<file path="config.mk">
export PLATFORM = sky130hd
export DESIGN_NAME = dma_tile_loader
export DESIGN_NICKNAME = d
export VERILOG_FILES = /design/src/dma_bus_pkg.sv /design/src/dma_layer_pkg.sv /design/src/dma_tile_sequencer.sv /design/src/dma_addr_generator.sv /design/src/dma_burst_engine.sv /design/src/dma_tile_loader.sv
export SDC_FILE = /design/constraint.sdc
export NUM_CORES = 1
export LEC_CHECK = 0
export BUFFER_PORTS_ARGS = -buffer_cell sky130_fd_sc_hd__buf_2
export CORE_ASPECT_RATIO = 0.9
export CORE_MARGIN = 2
export CORE_UTILIZATION = 48
export DETAILED_ROUTE_END_ITERATION = 6
export PLACE_DENSITY_LB_ADDON = 0.2
export SLEW_MARGIN = 25
export SYNTH_ARGS = -nofsm -noshare
export SYNTH_HDL_FRONTEND = slang
export SYNTH_SLANG_ARGS = --single-unit
</file>
<file path="constraint.sdc">
create_clock -name clk -period 16.5 [get_ports clk]
set_input_delay 4.95 -clock clk [delete_from_list [all_inputs] [get_ports clk]]
set_output_delay 4.95 -clock clk [all_outputs]
set_load 0.02 [all_outputs]
</file>
<file path="src/dma_bus_pkg.sv">
// ----------------------------------------------------------
// dma bus package
// memory side types: byte addresses, byte counts, the row
// descriptor and the per-pixel read request
// ----------------------------------------------------------
package dma_bus_pkg;

    localparam int ADDR_W = 32;                   // byte address width
    localparam int LEN_W  = 16;                   // byte count width
    localparam int PCNT_W = 8;                    // same width as a spatial dimension

    typedef logic [ADDR_W-1:0] addr_t;            // byte address
    typedef logic [LEN_W-1:0]  len_t;             // request length or stride in bytes
    typedef logic [PCNT_W-1:0] pix_cnt_t;         // pixels in one tile row

    // ----------------------------------------------------------
    // one tile row, as seen by the burst engine
    // ----------------------------------------------------------
    typedef struct packed {
        addr_t    base_addr;                      // first channel of first pixel
        len_t     pix_bytes;                      // bytes read per pixel
        len_t     pix_stride;                     // step from pixel to pixel
        pix_cnt_t pix_count;                      // pixels in the row
        logic     last;                           // final row of the layer
    } row_desc_t;

    // one read request on the memory port
    typedef struct packed {
        addr_t addr;                              // byte address
        len_t  len;                               // bytes to read
        logic  last;                              // final request of the layer
    } mem_req_t;

endpackage

</file>
<file path="src/dma_layer_pkg.sv">
// ----------------------------------------------------------
// dma layer package
// layer geometry types, layer kind, the layer configuration
// and the row command passed from sequencer to generator
// ----------------------------------------------------------
package dma_layer_pkg;

    localparam int DIM_W  = 8;                    // rows / columns up to 255
    localparam int CHAN_W = 11;                   // channels up to 1024

    typedef logic [DIM_W-1:0]  dim_t;             // row or column count / coordinate
    typedef logic [CHAN_W-1:0] chan_t;            // channel count / coordinate

    // convolution kind of the layer
    typedef enum logic {
        kind_pw = 1'b0,                           // pointwise, tile_d channels per pixel
        kind_dw = 1'b1                            // depthwise, one channel per pixel
    } layer_kind_e;

    // ----------------------------------------------------------
    // everything needed to fetch one input feature map
    // ----------------------------------------------------------
    typedef struct packed {
        layer_kind_e        kind;                 // pw or dw
        dim_t               in_r;                 // map rows
        dim_t               in_c;                 // map columns
        dim_t               tile_r;               // tile rows
        dim_t               tile_c;               // tile columns
        chan_t              in_d;                 // map channels
        chan_t              tile_d;               // tile channels, pw only
        dma_bus_pkg::addr_t base_ifmap;           // byte address of element (0,0,0)
    } layer_cfg_t;

    // one tile row, in map coordinates
    typedef struct packed {
        dim_t  row;                               // map row of the tile row
        dim_t  col;                               // first map column
        chan_t chan;                              // first channel
        chan_t chan_w;                            // channels per pixel
        logic  last;                              // final row of the layer
    } row_cmd_t;

endpackage

</file>
<file path="src/dma_tile_sequencer.sv">
// ----------------------------------------------------------
// dma tile sequencer
// walks the layer tile by tile and emits one row command per
// tile row, row within tile fastest, then channel, column and
// row tile
// ----------------------------------------------------------
`timescale 1ns/1ps

module dma_tile_sequencer (
    input  logic                      clk,
    input  logic                      rst_n,
    input  logic                      go,          // start walking, cfg is stable
    input  dma_layer_pkg::layer_cfg_t cfg,
    input  logic                      cmd_ready,
    output dma_layer_pkg::row_cmd_t   cmd,
    output logic                      cmd_valid,
    output logic                      idle
);

    logic                 running;                 // walk in progress
    dma_layer_pkg::dim_t  row_tile;                // row-tile origin
    dma_layer_pkg::dim_t  col_tile;                // column-tile origin
    dma_layer_pkg::chan_t chan_tile;               // channel-tile origin
    dma_layer_pkg::dim_t  tile_row;                // row inside the tile
    dma_layer_pkg::chan_t chan_step;               // channel width of a tile

    logic row_end;                                 // last row of the tile
    logic chan_end;                                // last channel tile
    logic col_end;                                 // last column tile
    logic rt_end;                                  // last row tile
    logic take;                                    // command handshake

    // ----------------------------------------------------------
    // channel tiling, dw walks every channel as its own tile
    // ----------------------------------------------------------
    assign chan_step = (cfg.kind == dma_layer_pkg::kind_pw) ? cfg.tile_d
                                                            : dma_layer_pkg::chan_t'(1);

    // final values, dims are whole multiples of the tile sizes
    assign row_end  = (tile_row == cfg.tile_r - 8'd1);
    assign chan_end = (chan_tile == cfg.in_d - chan_step);
    assign col_end  = (col_tile == cfg.in_c - cfg.tile_c);
    assign rt_end   = (row_tile == cfg.in_r - cfg.tile_r);

    assign take = cmd_valid && cmd_ready;

    // command straight from the counters, holds while stalled
    always_comb begin
        cmd.row    = row_tile + tile_row;         // map row
        cmd.col    = col_tile;                    // first column of the tile
        cmd.chan   = chan_tile;
        cmd.chan_w = chan_step;
        cmd.last   = row_end && chan_end && col_end && rt_end;
    end

    assign cmd_valid = running;
    assign idle      = !running;

    // ----------------------------------------------------------
    // nested counters
    // ----------------------------------------------------------
    always_ff @(posedge clk) begin
        if (!rst_n) begin
            running   <= 1'b0;
            row_tile  <= '0;
            col_tile  <= '0;
            chan_tile <= '0;
            tile_row  <= '0;
        end else if (go && !running) begin
            running   <= 1'b1;                     // first command next cycle
            row_tile  <= '0;
            col_tile  <= '0;
            chan_tile <= '0;
            tile_row  <= '0;
        end else if (take) begin
            if (cmd.last) begin
                running <= 1'b0;                   // layer fully issued
            end
            if (row_end) begin
                tile_row <= '0;
                if (chan_end) begin
                    chan_tile <= '0;
                    if (col_end) begin
                        col_tile <= '0;
                        row_tile <= row_tile + cfg.tile_r;   // next row tile
                    end else begin
                        col_tile <= col_tile + cfg.tile_c;
                    end
                end else begin
                    chan_tile <= chan_tile + chan_step;      // next channel tile
                end
            end else begin
                tile_row <= tile_row + 8'd1;
            end
        end
    end

endmodule

</file>
<file path="src/dma_addr_generator.sv">
// ----------------------------------------------------------
// dma address generator
// one register stage, turns a row command into a row
// descriptor with base address, pixel bytes and pixel stride
// ----------------------------------------------------------
`timescale 1ns/1ps

module dma_addr_generator #(
    parameter int DATA_BYTES = 2                   // bytes per element
) (
    input  logic                      clk,
    input  logic                      rst_n,
    input  dma_layer_pkg::layer_cfg_t cfg,
    input  dma_layer_pkg::row_cmd_t   cmd,
    input  logic                      cmd_valid,
    input  logic                      desc_ready,
    output logic                      cmd_ready,
    output dma_bus_pkg::row_desc_t    desc,
    output logic                      desc_valid
);

    localparam dma_bus_pkg::addr_t ELEM_ADDR = dma_bus_pkg::addr_t'(DATA_BYTES);
    localparam dma_bus_pkg::len_t  ELEM_LEN  = dma_bus_pkg::len_t'(DATA_BYTES);

    dma_bus_pkg::addr_t     pix_index;             // row * in_c + col
    dma_bus_pkg::addr_t     elem_index;            // element offset of first channel
    dma_bus_pkg::row_desc_t desc_next;             // descriptor for the incoming cmd
    dma_bus_pkg::row_desc_t desc_q;                // pipeline slot
    logic                   valid_q;               // slot holds a descriptor
    logic                   load;                  // command handshake

    // ----------------------------------------------------------
    // address arithmetic, [r][c][d] element order
    // ----------------------------------------------------------
    always_comb begin
        pix_index  = dma_bus_pkg::addr_t'(cmd.row) * dma_bus_pkg::addr_t'(cfg.in_c)
                   + dma_bus_pkg::addr_t'(cmd.col);
        elem_index = pix_index * dma_bus_pkg::addr_t'(cfg.in_d)
                   + dma_bus_pkg::addr_t'(cmd.chan);

        desc_next.base_addr  = cfg.base_ifmap + elem_index * ELEM_ADDR;
        desc_next.pix_bytes  = dma_bus_pkg::len_t'(cmd.chan_w) * ELEM_LEN;  // per pixel read
        desc_next.pix_stride = dma_bus_pkg::len_t'(cfg.in_d) * ELEM_LEN;    // one full pixel
        desc_next.pix_count  = cfg.tile_c;                                  // pixels per row
        desc_next.last       = cmd.last;
    end

    // free slot, or slot drains this cycle
    assign cmd_ready = !valid_q || desc_ready;
    assign load      = cmd_valid && cmd_ready;

    always_ff @(posedge clk) begin
        if (!rst_n) begin
            valid_q <= 1'b0;
        end else if (load) begin
            valid_q <= 1'b1;
        end else if (desc_ready) begin
            valid_q <= 1'b0;                       // taken, nothing new
        end
    end

    // payload only, valid_q qualifies it
    always_ff @(posedge clk) begin
        if (load) begin
            desc_q <= desc_next;
        end
    end

    assign desc       = desc_q;
    assign desc_valid = valid_q;

endmodule

</file>
<file path="src/dma_burst_engine.sv">
// ----------------------------------------------------------
// dma burst engine
// expands each row descriptor into one read request per
// pixel, stepping the address by the pixel stride
// ----------------------------------------------------------
`timescale 1ns/1ps

module dma_burst_engine (
    input  logic                   clk,
    input  logic                   rst_n,
    input  dma_bus_pkg::row_desc_t desc,
    input  logic                   desc_valid,
    input  logic                   mem_req_ready,
    output logic                   desc_ready,
    output dma_bus_pkg::mem_req_t  mem_req,
    output logic                   mem_req_valid
);

    typedef enum logic {
        st_idle,                                   // no descriptor held
        st_issue                                   // presenting pixel requests
    } state_e;

    state_e                state;
    dma_bus_pkg::addr_t    cur_addr;               // address of current pixel
    dma_bus_pkg::pix_cnt_t remain;                 // pixels left incl. current
    dma_bus_pkg::len_t     pix_bytes;
    dma_bus_pkg::len_t     pix_stride;
    logic                  row_last;               // row is the final one of the layer

    logic fire;                                    // request handshake
    logic final_pix;                               // current pixel ends the row
    logic take;                                    // descriptor handshake

    // ----------------------------------------------------------
    // handshakes
    // ----------------------------------------------------------
    assign final_pix = (remain == 8'd1);
    assign fire      = mem_req_valid && mem_req_ready;

    // back to back rows, next descriptor on the last pixel
    assign desc_ready = (state == st_idle) || (fire && final_pix);
    assign take       = desc_valid && desc_ready;

    // request straight from the holding registers
    always_comb begin
        mem_req.addr = cur_addr;
        mem_req.len  = pix_bytes;
        mem_req.last = row_last && final_pix;      // end of the layer
    end

    assign mem_req_valid = (state == st_issue);

    // ----------------------------------------------------------
    // state
    // ----------------------------------------------------------
    always_ff @(posedge clk) begin
        if (!rst_n) begin
            state <= st_idle;
        end else if (take) begin
            state <= st_issue;                     // new row, or chained row
        end else if (fire && final_pix) begin
            state <= st_idle;                      // row done, nothing queued
        end
    end

    // pixel walk
    always_ff @(posedge clk) begin
        if (take) begin
            cur_addr   <= desc.base_addr;
            remain     <= desc.pix_count;
            pix_bytes  <= desc.pix_bytes;
            pix_stride <= desc.pix_stride;
            row_last   <= desc.last;
        end else if (fire) begin
            cur_addr <= cur_addr + dma_bus_pkg::addr_t'(pix_stride);   // next pixel
            remain   <= remain - 8'd1;
        end
    end

endmodule

</file>
<file path="src/dma_tile_loader.sv">
// ----------------------------------------------------------
// dma tile loader
// ifmap fetch front end: start / busy / done control around
// the tile sequencer, address generator and burst engine
// ----------------------------------------------------------
`timescale 1ns/1ps

module dma_tile_loader #(
    parameter int DATA_BYTES = 2                   // bytes per element
) (
    input  logic                      clk,
    input  logic                      rst_n,
    input  logic                      start,       // one cycle, ignored while busy
    input  dma_layer_pkg::layer_cfg_t cfg,
    output logic                      busy,
    output logic                      done,        // one cycle after last request
    output dma_bus_pkg::mem_req_t     mem_req,
    output logic                      mem_req_valid,
    input  logic                      mem_req_ready
);

    dma_layer_pkg::layer_cfg_t cfg_q;              // layer held for the whole run
    dma_layer_pkg::row_cmd_t   cmd;
    dma_bus_pkg::row_desc_t    desc;
    logic cmd_valid, cmd_ready;
    logic desc_valid, desc_ready;
    logic go;                                      // sequencer kick, cycle after latch
    logic seq_idle;
    logic accept;                                  // start taken
    logic final_xfer;                              // last request of the layer moves

    assign accept     = start && !busy && seq_idle;
    assign final_xfer = mem_req_valid && mem_req_ready && mem_req.last;

    // ----------------------------------------------------------
    // control
    // ----------------------------------------------------------
    always_ff @(posedge clk) begin
        if (!rst_n) begin
            busy <= 1'b0;
            done <= 1'b0;
            go   <= 1'b0;
        end else begin
            go   <= accept;
            done <= final_xfer;
            if (accept) begin
                busy <= 1'b1;
            end else if (final_xfer) begin
                busy <= 1'b0;                      // falls with done
            end
        end
    end

    always_ff @(posedge clk) begin
        if (accept) begin
            cfg_q <= cfg;                          // sampled on start
        end
    end

    dma_tile_sequencer u_seq (
        .clk, .rst_n, .go, .cfg(cfg_q), .cmd_ready, .cmd, .cmd_valid, .idle(seq_idle)
    );

    dma_addr_generator #(.DATA_BYTES(DATA_BYTES)) u_agen (
        .clk, .rst_n, .cfg(cfg_q), .cmd, .cmd_valid, .desc_ready,
        .cmd_ready, .desc, .desc_valid
    );

    dma_burst_engine u_burst (
        .clk, .rst_n, .desc, .desc_valid, .mem_req_ready, .desc_ready, .mem_req, .mem_req_valid
    );

endmodule

</file>
==> results.yml, run 1 <==
outcome:
  status: "finished clean"
power:
  power.share.switching_pct: 28.6
  final_total_power_w: 0.00180
  internal_power_w: 0.00128
  vdd_drop_max_mv: 0.0722
  netSwitchingPower_w: 0.000514
  leakage_nw: 11.5
  pwr-share-seq_pct: 43.3
  power.share.combinational_pct: 18.1
  power_per_cell_area_nw_per_um2: 72.8
  clockPowerShare_pct: 38.7
layout:
  final_util_pct: 54.2
  final_area_um2: 24700
  net_count_reported_at_finish: 2837
  insertedDiodeCount: 0
  drive_above_1_share_pct: 9.79
  area_growth_pct: 10.9
route:
  drt_wl_total_mm: 48.1
  routed-wl-met2_mm: 22.4
  wl_met3_mm: 2.04
  number_of_design_rule_violations_left_after_detail_routing: 0
  via_count: 15621
  detail_route.iter0.violations: 857
  met1Wirelength_mm: 22.7
  avgRoutedWirePerCell_um: 16.3
  maxUsedRoutingLayer: "met4"
  drt-vias-per-instance: 5.28
  detailedRoute.firstPassIterationCount: 7
  detail-route-antenna-nets: 0
synth:
  avgSynthCellArea_um2: 10.2
  ys_warn_count: 0
  post_synthesis_instance_area_um2: 22300
  yosysTopAreaCell: "edfxtp_1"
  post_synth_num_cell_types: 68
  yosysSeqAreaShare_pct: 32.4
  synth.top_cell.area_share_pct: 28.7
  ffs_latches_synth: 254
  number_of_synthesized_flops_with_an_enable_pin: 213
  asyncSetResetFlopFracSynth_pct: 0
  syn-instance-count: 2189
  synth_flop_cell: "edfxtp_1"
  synth_top_cells_by_area: "edfxtp_1 29%, fa_1 18%, ha_1 12%"
cts:
  cts_hold_repair.buffers: 0
  cts_resized: 0
  clk_path_buf_depth: 3
  cts_post_setup_buffers_inserted: 0
  htree_num_levels: 1
  clock_sink_count: 254
  clkTransAtPathRegs_ns: 0.06
  tritoncts.num_buffers: 30
  clk_root_buffer_cell: "clkbuf_16"
  clk-insertion-delay-late_ns: 0.60
  cts_tree: "built"
timing:
  rsz0062_at_grt: "no"
  final-hold-violation-count: 0
  setup_tns_ns: 0
  final.period_utilization_pct: 78.1
  clock.fmax_mhz: 77.6
  minimum_clock_period_ns: 12.88
  worst_pin_slew_ns: 0.944
  worst_clock_skew_ns: 0.0146
  setup-violations-final: 0
  max-slew-margin-rel_pct: 35.4
  final_max_slew_viols: 0
place:
  placer_congestion: 0.865
  port_buffers: 137
  placed_area_um2: 23700
  post-dp-hpwl_mm: 37.9
critical_path:
  critical_path_class: "flip-flop to flip-flop"
  worstPathArrival_ns: 13.21
  endpoint_kind: "flip-flop"
  critical_path_peak_fanout: 10
  cp_slowest_cell: "fa_1"
  critical_path_startpoint_category: "flip-flop"
  critical_path.max_stage_delay_ns: 0.58
  required_time_at_the_endpoint_of_the_critical_path_ns: 16.83
  cpMostUsedCell: "fa_1"
global_route:
  grtUsageTotal_pct: 20.4
  initial_antenna_violation_count: 0
  pin_count_of_the_biggest_net_entering_global_routing: 66
  gr-total-overflow: 0
  first_global_vias: 15720
  global_route_wire_length_before_repair_mm: 79.5
die:
  design.portCount: 143
  fp.dieW_um: 231
  initial_core_util_pct: 48.9
  core_um2: 45600
  fp.dieArea_um2: 48100
  die-height_um: 208
  placement_rows: 74
min_path:
  hold_path_class: "flip-flop to flip-flop"
flow_run:
  cap_violations: 0
[final cells by class]
cell class	instances	area, um2
Multi-Input combinational cell	1588	13700
Fill cell	4095	20900
Sequential cell	254	7220
Timing Repair Buffer	157	836
Clock inverter	23	269
Inverter	294	1100
Clock buffer	33	772
Tap cell	608	761
[synthesized netlist by cell type (all sizes together) (4+ instances only)]
library cell and number:
nor4 9, dfxtp 41, o21ai 84, a211o 6, mux2i 6, and4 4, or2 7, a21boi 6
nand4 20, a211oi 11, ha 222, and2 130, o211ai 4, clkbuf 50, inv 294, a21o 37
xnor2 110, buf 7, or4 4, nand3 21, xor2 64, nand2 217, o21a 19, o21bai 11
edfxtp 213, and3 19, nor2 107, nor3 34, nor2b 25, fa 199, nand2b 34, or3 10
a21oi 111
[power groups by stage]
| stage | combinational [W] | sequential (W) | clock (W) |
|---|---|---|---|
| final | 0.000325 | 0.000778 | 0.000695 |
| after global routing | 0.000366 | 0.000782 | 0.000737 |
| after CTS | 0.000326 | 0.000778 | 0.000712 |
| after detailed placement | 0.000324 | 0.000791 | 0 |
| after global placement | 0.000315 | 0.000791 | 0 |
| after floorplan | 0.000239 | 0.000785 | 0 |
[metrics by stage]
step / setup WS [ns] / hold slack (ns) / std cells
final: 3.62 / 0.404 / 2957
after floorplan: 4.55 / 0.400 / 2193
after detailed placement: 3.65 / 0.405 / 2901
after global routing: 2.75 / 0.424 / 2957
after global placement: 3.95 / 0.400 / 2901
after CTS: 3.62 / 0.416 / 2957
[cells in the final DEF, fill, tap and decap left out, drive strengths merged, types with 20 or more instances in the layout]
cell type / synthesis / final
a21o: 37 / 37
a21oi: 111 / 111
and2: 130 / 130
buf: 7 / 157
clkbuf: 50 / 33
dfxtp: 41 / 41
edfxtp: 213 / 213
fa: 199 / 199
ha: 222 / 222
inv: 294 / 298
nand2: 217 / 217
nand2b: 34 / 34
nand3: 21 / 21
nand4: 20 / 20
nor2: 107 / 107
nor2b: 25 / 25
nor3: 34 / 34
o21ai: 84 / 84
xnor2: 110 / 110
xor2: 64 / 64
[state kept, by name, indices dropped and copies added (netlist names)]
register and cells:
busy 1, cfg_q 87, done 1, go 1
u_agen.desc 63, u_agen.desc_valid 1, u_burst.cur_addr 32, u_burst.mem_req_valid 1
u_burst.pix_bytes 11, u_burst.pix_stride 11, u_burst.remain 8, u_burst.row_last 1
u_seq.chan_tile 11, u_seq.cmd_valid 1, u_seq.col_tile 8, u_seq.row_tile 8
u_seq.tile_row 8
[per-layer routing]
| layer | vias up | track usage (%) |
|---|---|---|
| li1 | 7586 | - |
| met1 | 7662 | 29.1 |
| met2 | 309 | 33.2 |
| met3 | 64 | 2.48 |
| met4 | 0 | 4.47 |
| met5 | - | 0 |
[worst max-delay path: cells and delay by family, from the launching register on]
| family | cells | cell delay [ns] |
|---|---|---|
| simple gates | 9 | 1.75 |
| flops | 1 | 0.51 |
| xor+xnor | 2 | 0.49 |
| fa+ha+maj | 13 | 5.76 |
| buf+inv | 6 | 0.28 |
| compound gates | 20 | 3.82 |
[cells by family (layout without fill, tap and decap cells)]
kind of cell	after synthesis	in the layout	synth area share, %
and+or+nand+nor	653	653	14.7
adders and majority gates	421	421	30.4
buffers and inverters	351	507	6.07
AOI/OAI and AO/OA	327	327	9.20
DFF	254	254	32.4
xor gates and xnor gates	174	174	6.84
muxes	8	8	0.371
other	1	5	0.0168
[worst paths after layout]
check,start,end,slack (ns),cells after the start
worst max-delay path,u_seq.tile_row[1],u_agen.desc[72],3.62,50
worst max register to register,u_seq.tile_row[1],u_agen.desc[72],3.62,50
worst min register to register,u_agen.desc[17],u_burst.pix_stride[8],0.40,0
worst min-delay path,u_agen.desc[17],u_burst.pix_stride[8],0.40,0
Power figures use the tool's default switching activity.
==> inputs of run 2 (changes only) <==
--- a/config.mk
+++ b/config.mk
@@ -5,6 +5,7 @@
 export SDC_FILE = /design/constraint.sdc
 export NUM_CORES = 1
 export LEC_CHECK = 0
+export ABC_AREA = 1
 export BUFFER_PORTS_ARGS = -buffer_cell sky130_fd_sc_hd__buf_2
 export CORE_ASPECT_RATIO = 0.9
 export CORE_MARGIN = 2
==> constraint.sdc (replaced) <==
create_clock -name clk -period 10.93 [get_ports clk]
set_input_delay 3.279 -clock clk [delete_from_list [all_inputs] [get_ports clk]]
set_output_delay 3.279 -clock clk [all_outputs]
set_load 0.02 [all_outputs]
==> run 2 against run 1 <==
  * Sequential share of layout area fell by 2.9 points
  * Worst hold slack better by 0.0064 ns
  * Count of clock-buffer cells in the layout increased by 6
  * Via count grew 20%
  * Critical path depth stayed put
  * Clock skew grew 0.0053 ns
  * Highest routed layer unchanged
==> results.yml, run 2 <==
timing:
  minimum_clock_period_ns: 10.64
  clock.fmax_mhz: 94.0
  rsz0062_at_grt: "yes"
  setup_tns_ns: 0
  max-slew-margin-rel_pct: 30.3
  final-hold-violation-count: 0
  worst_clock_skew_ns: 0.0199
  final.period_utilization_pct: 97.3
  setup-violations-final: 0
  worst_pin_slew_ns: 1.04
  final_max_slew_viols: 0
die:
  fp.dieArea_um2: 50600
  fp.dieW_um: 237
  placement_rows: 76
  initial_core_util_pct: 48.8
  core_um2: 48000
  design.portCount: 143
  die-height_um: 214
global_route:
  gr-total-overflow: 0
  global_route_wire_length_before_repair_mm: 92.8
  pin_count_of_the_biggest_net_entering_global_routing: 82
  first_global_vias: 18144
  initial_antenna_violation_count: 1
  grtUsageTotal_pct: 22.9
synth:
  syn-instance-count: 2687
  asyncSetResetFlopFracSynth_pct: 0
  post_synthesis_instance_area_um2: 23400
  yosysTopAreaCell: "edfxtp_1"
  synth_flop_cell: "edfxtp_1"
  synth.top_cell.area_share_pct: 27.3
  post_synth_num_cell_types: 65
  avgSynthCellArea_um2: 8.72
  synth.most_common_cell: "nand2_1"
  ffs_latches_synth: 254
  yosysSeqAreaShare_pct: 30.8
  top_cells_by_instance_count_after_synthesis: "580 x nand2_1, 487 x inv_1, 236 x nor2_1, 222 x ha_1, 213 x edfxtp_1"
  ys_warn_count: 0
  number_of_synthesized_flops_with_an_enable_pin: 213
  synth_top_cells_by_area: "edfxtp_1 27%, fa_1 17%, ha_1 12%"
cts:
  clk_root_buffer_cell: "clkbuf_16"
  clock_sink_count: 254
  cts_hold_repair.buffers: 0
  clkTransAtPathRegs_ns: 0.06
  clk-insertion-delay-late_ns: 0.57
  htree_num_levels: 1
  clk_path_buf_depth: 3
  cts_tree: "built"
  tritoncts.num_buffers: 30
min_path:
  timing.hold.worst.start: "u_agen.desc[31]"
  hold_path_class: "flip-flop to flip-flop"
  min_path_cells: 0
  min_to: "u_burst.pix_bytes[6]"
route:
  drt_wl_total_mm: 59.5
  detail_route.iter0.violations: 1271
  via_count: 18729
  avgRoutedWirePerCell_um: 16.6
  drt-vias-per-instance: 5.23
  detailedRoute.firstPassIterationCount: 7
  detail-route-antenna-nets: 0
  number_of_design_rule_violations_left_after_detail_routing: 0
critical_path:
  critical_path_peak_fanout: 5
  worst_r2r_path_depth: 50
  cp_slowest_cell: "fa_1"
  critical_path_class: "flip-flop to flip-flop"
  critical_path_startpoint_category: "flip-flop"
  worstPathArrival_ns: 10.95
  r2r_end: "u_agen.desc[70]"
  rrSetupSlack_ns: 0.29
  rr_startpoint: "u_seq.tile_row[0]"
  cpMostUsedCell: "fa_1"
  required_time_at_the_endpoint_of_the_critical_path_ns: 11.24
  endpoint_kind: "flip-flop"
  critical_path.max_stage_delay_ns: 0.53
layout:
  largest_register: "cfg_q"
  drive_above_1_share_pct: 17.7
  largest_register_ffs: 87
  layout.cells.most_common: "nand2_1"
  net_count_reported_at_finish: 3446
  area_growth_pct: 17.3
  layout.cells.most_common_list: "555 x nand2_1, 472 x inv_1, 218 x nor2_1, 213 x edfxtp_1, 200 x ha_1"
  final_area_um2: 27500
  insertedDiodeCount: 0
  final_util_pct: 57.3
outcome:
  status: "finished clean"
power:
  final_total_power_w: 0.00311
  leakage_nw: 13.4
  vdd_drop_max_mv: 0.131
  power_per_cell_area_nw_per_um2: 113
place:
  placer_congestion: 0.957
  placed_area_um2: 25400
  post-dp-hpwl_mm: 46.9
  port_buffers: 137
flow_run:
  cap_violations: 0
run 2: changes by cell type after synthesis, moves of 58 or more:
cell	previous run	this run
xnor2_1	110	52
inv_1	294	487
nand3_1	21	101
and2_1	130	1
nand2_1	217	580
nor2_1	106	236
run 2: worst max-delay path by stage:
stage / start / endpoint / slack, ns / cells after the start
final: u_seq.tile_row[0] / u_agen.desc[70] / 0.29 / 50
after global routing: u_seq.tile_row[1] / u_agen.desc[69] / -0.19 / 53
after CTS: u_seq.tile_row[0] / u_agen.desc[71] / -0.003 / 52
after detailed placement: u_seq.tile_row[0] / u_agen.desc[72] / -0.21 / 49
after global placement: u_seq.tile_row[0] / u_agen.desc[71] / -0.02 / 51
after floorplan: u_seq.tile_row[0] / u_agen.desc[71] / 0.46 / 48
run 2: worst max-delay path, delay by kind of cell, from the launching register on:
kind | cells | cell delay [ns]
AO/OA/AOI/OAI | 8 | 1.13
buffers and inverters | 9 | 0.97
adder cells (fa/ha/maj) | 14 | 5.75
flip-flops | 1 | 0.33
XOR/XNOR | 4 | 0.75
AND/OR/NAND/NOR | 15 | 1.46
run 2: through the flow:
| step | hold WS [ns] | setup WS [ns] | instances |
|---|---|---|---|
| after floorplan | 0.400 | 0.462 | 2691 |
| after global placement | 0.401 | -0.0178 | 3502 |
| after detailed placement | 0.405 | -0.206 | 3502 |
| after CTS | 0.409 | -0.00338 | 3560 |
| after global routing | 0.410 | -0.186 | 3582 |
| final | 0.411 | 0.291 | 3582 |
run 2: repair_timing:
action	CTS	global route
cloned	0	0
endpoints found under the hold margin	0	0
buffers inserted	2	23
pin swaps	6	92
setup endpoints to repair	7	19
gates resized for setup	32	166
run 2: logic make-up after synthesis:
| family | share of synthesized area, % |
|---|---|
| other | 0.0160 |
| buffers and inverters | 8.97 |
| adder cells (fa/ha/maj) | 28.9 |
| XOR/XNOR | 5.32 |
| AO/OA/AOI/OAI | 7.02 |
| flip-flops | 30.8 |
| AND/OR/NAND/NOR | 19.0 |
run 2: cell type report:
cell class              instances  area (um2)
clock inverters                17         179
flip-flops and latches        254        7230
well taps                     624         781
repair buffers                253        1580
inverters                     502        1890
multi-input cells            1893       15000
fillers                      4259       20500
clock buffers                  39         846
run 2: where the power goes:
part / internal (W) / leakage [nW] / switching, W
clock network: 0.000617 / 0.496 / 0.000414
registers: 0.00115 / 2.32 / 0.0000539
logic: 0.000320 / 10.6 / 0.000563
run 2: routing by layer:
metal	vias to the layer above	global-route usage, %	share of wire [%]
met2	464	36.2	45
met5	-	0	0
li1	9077	-	-
met3	87	2.39	5.3
met4	0	6.09	2.3
met1	9101	33.9	48
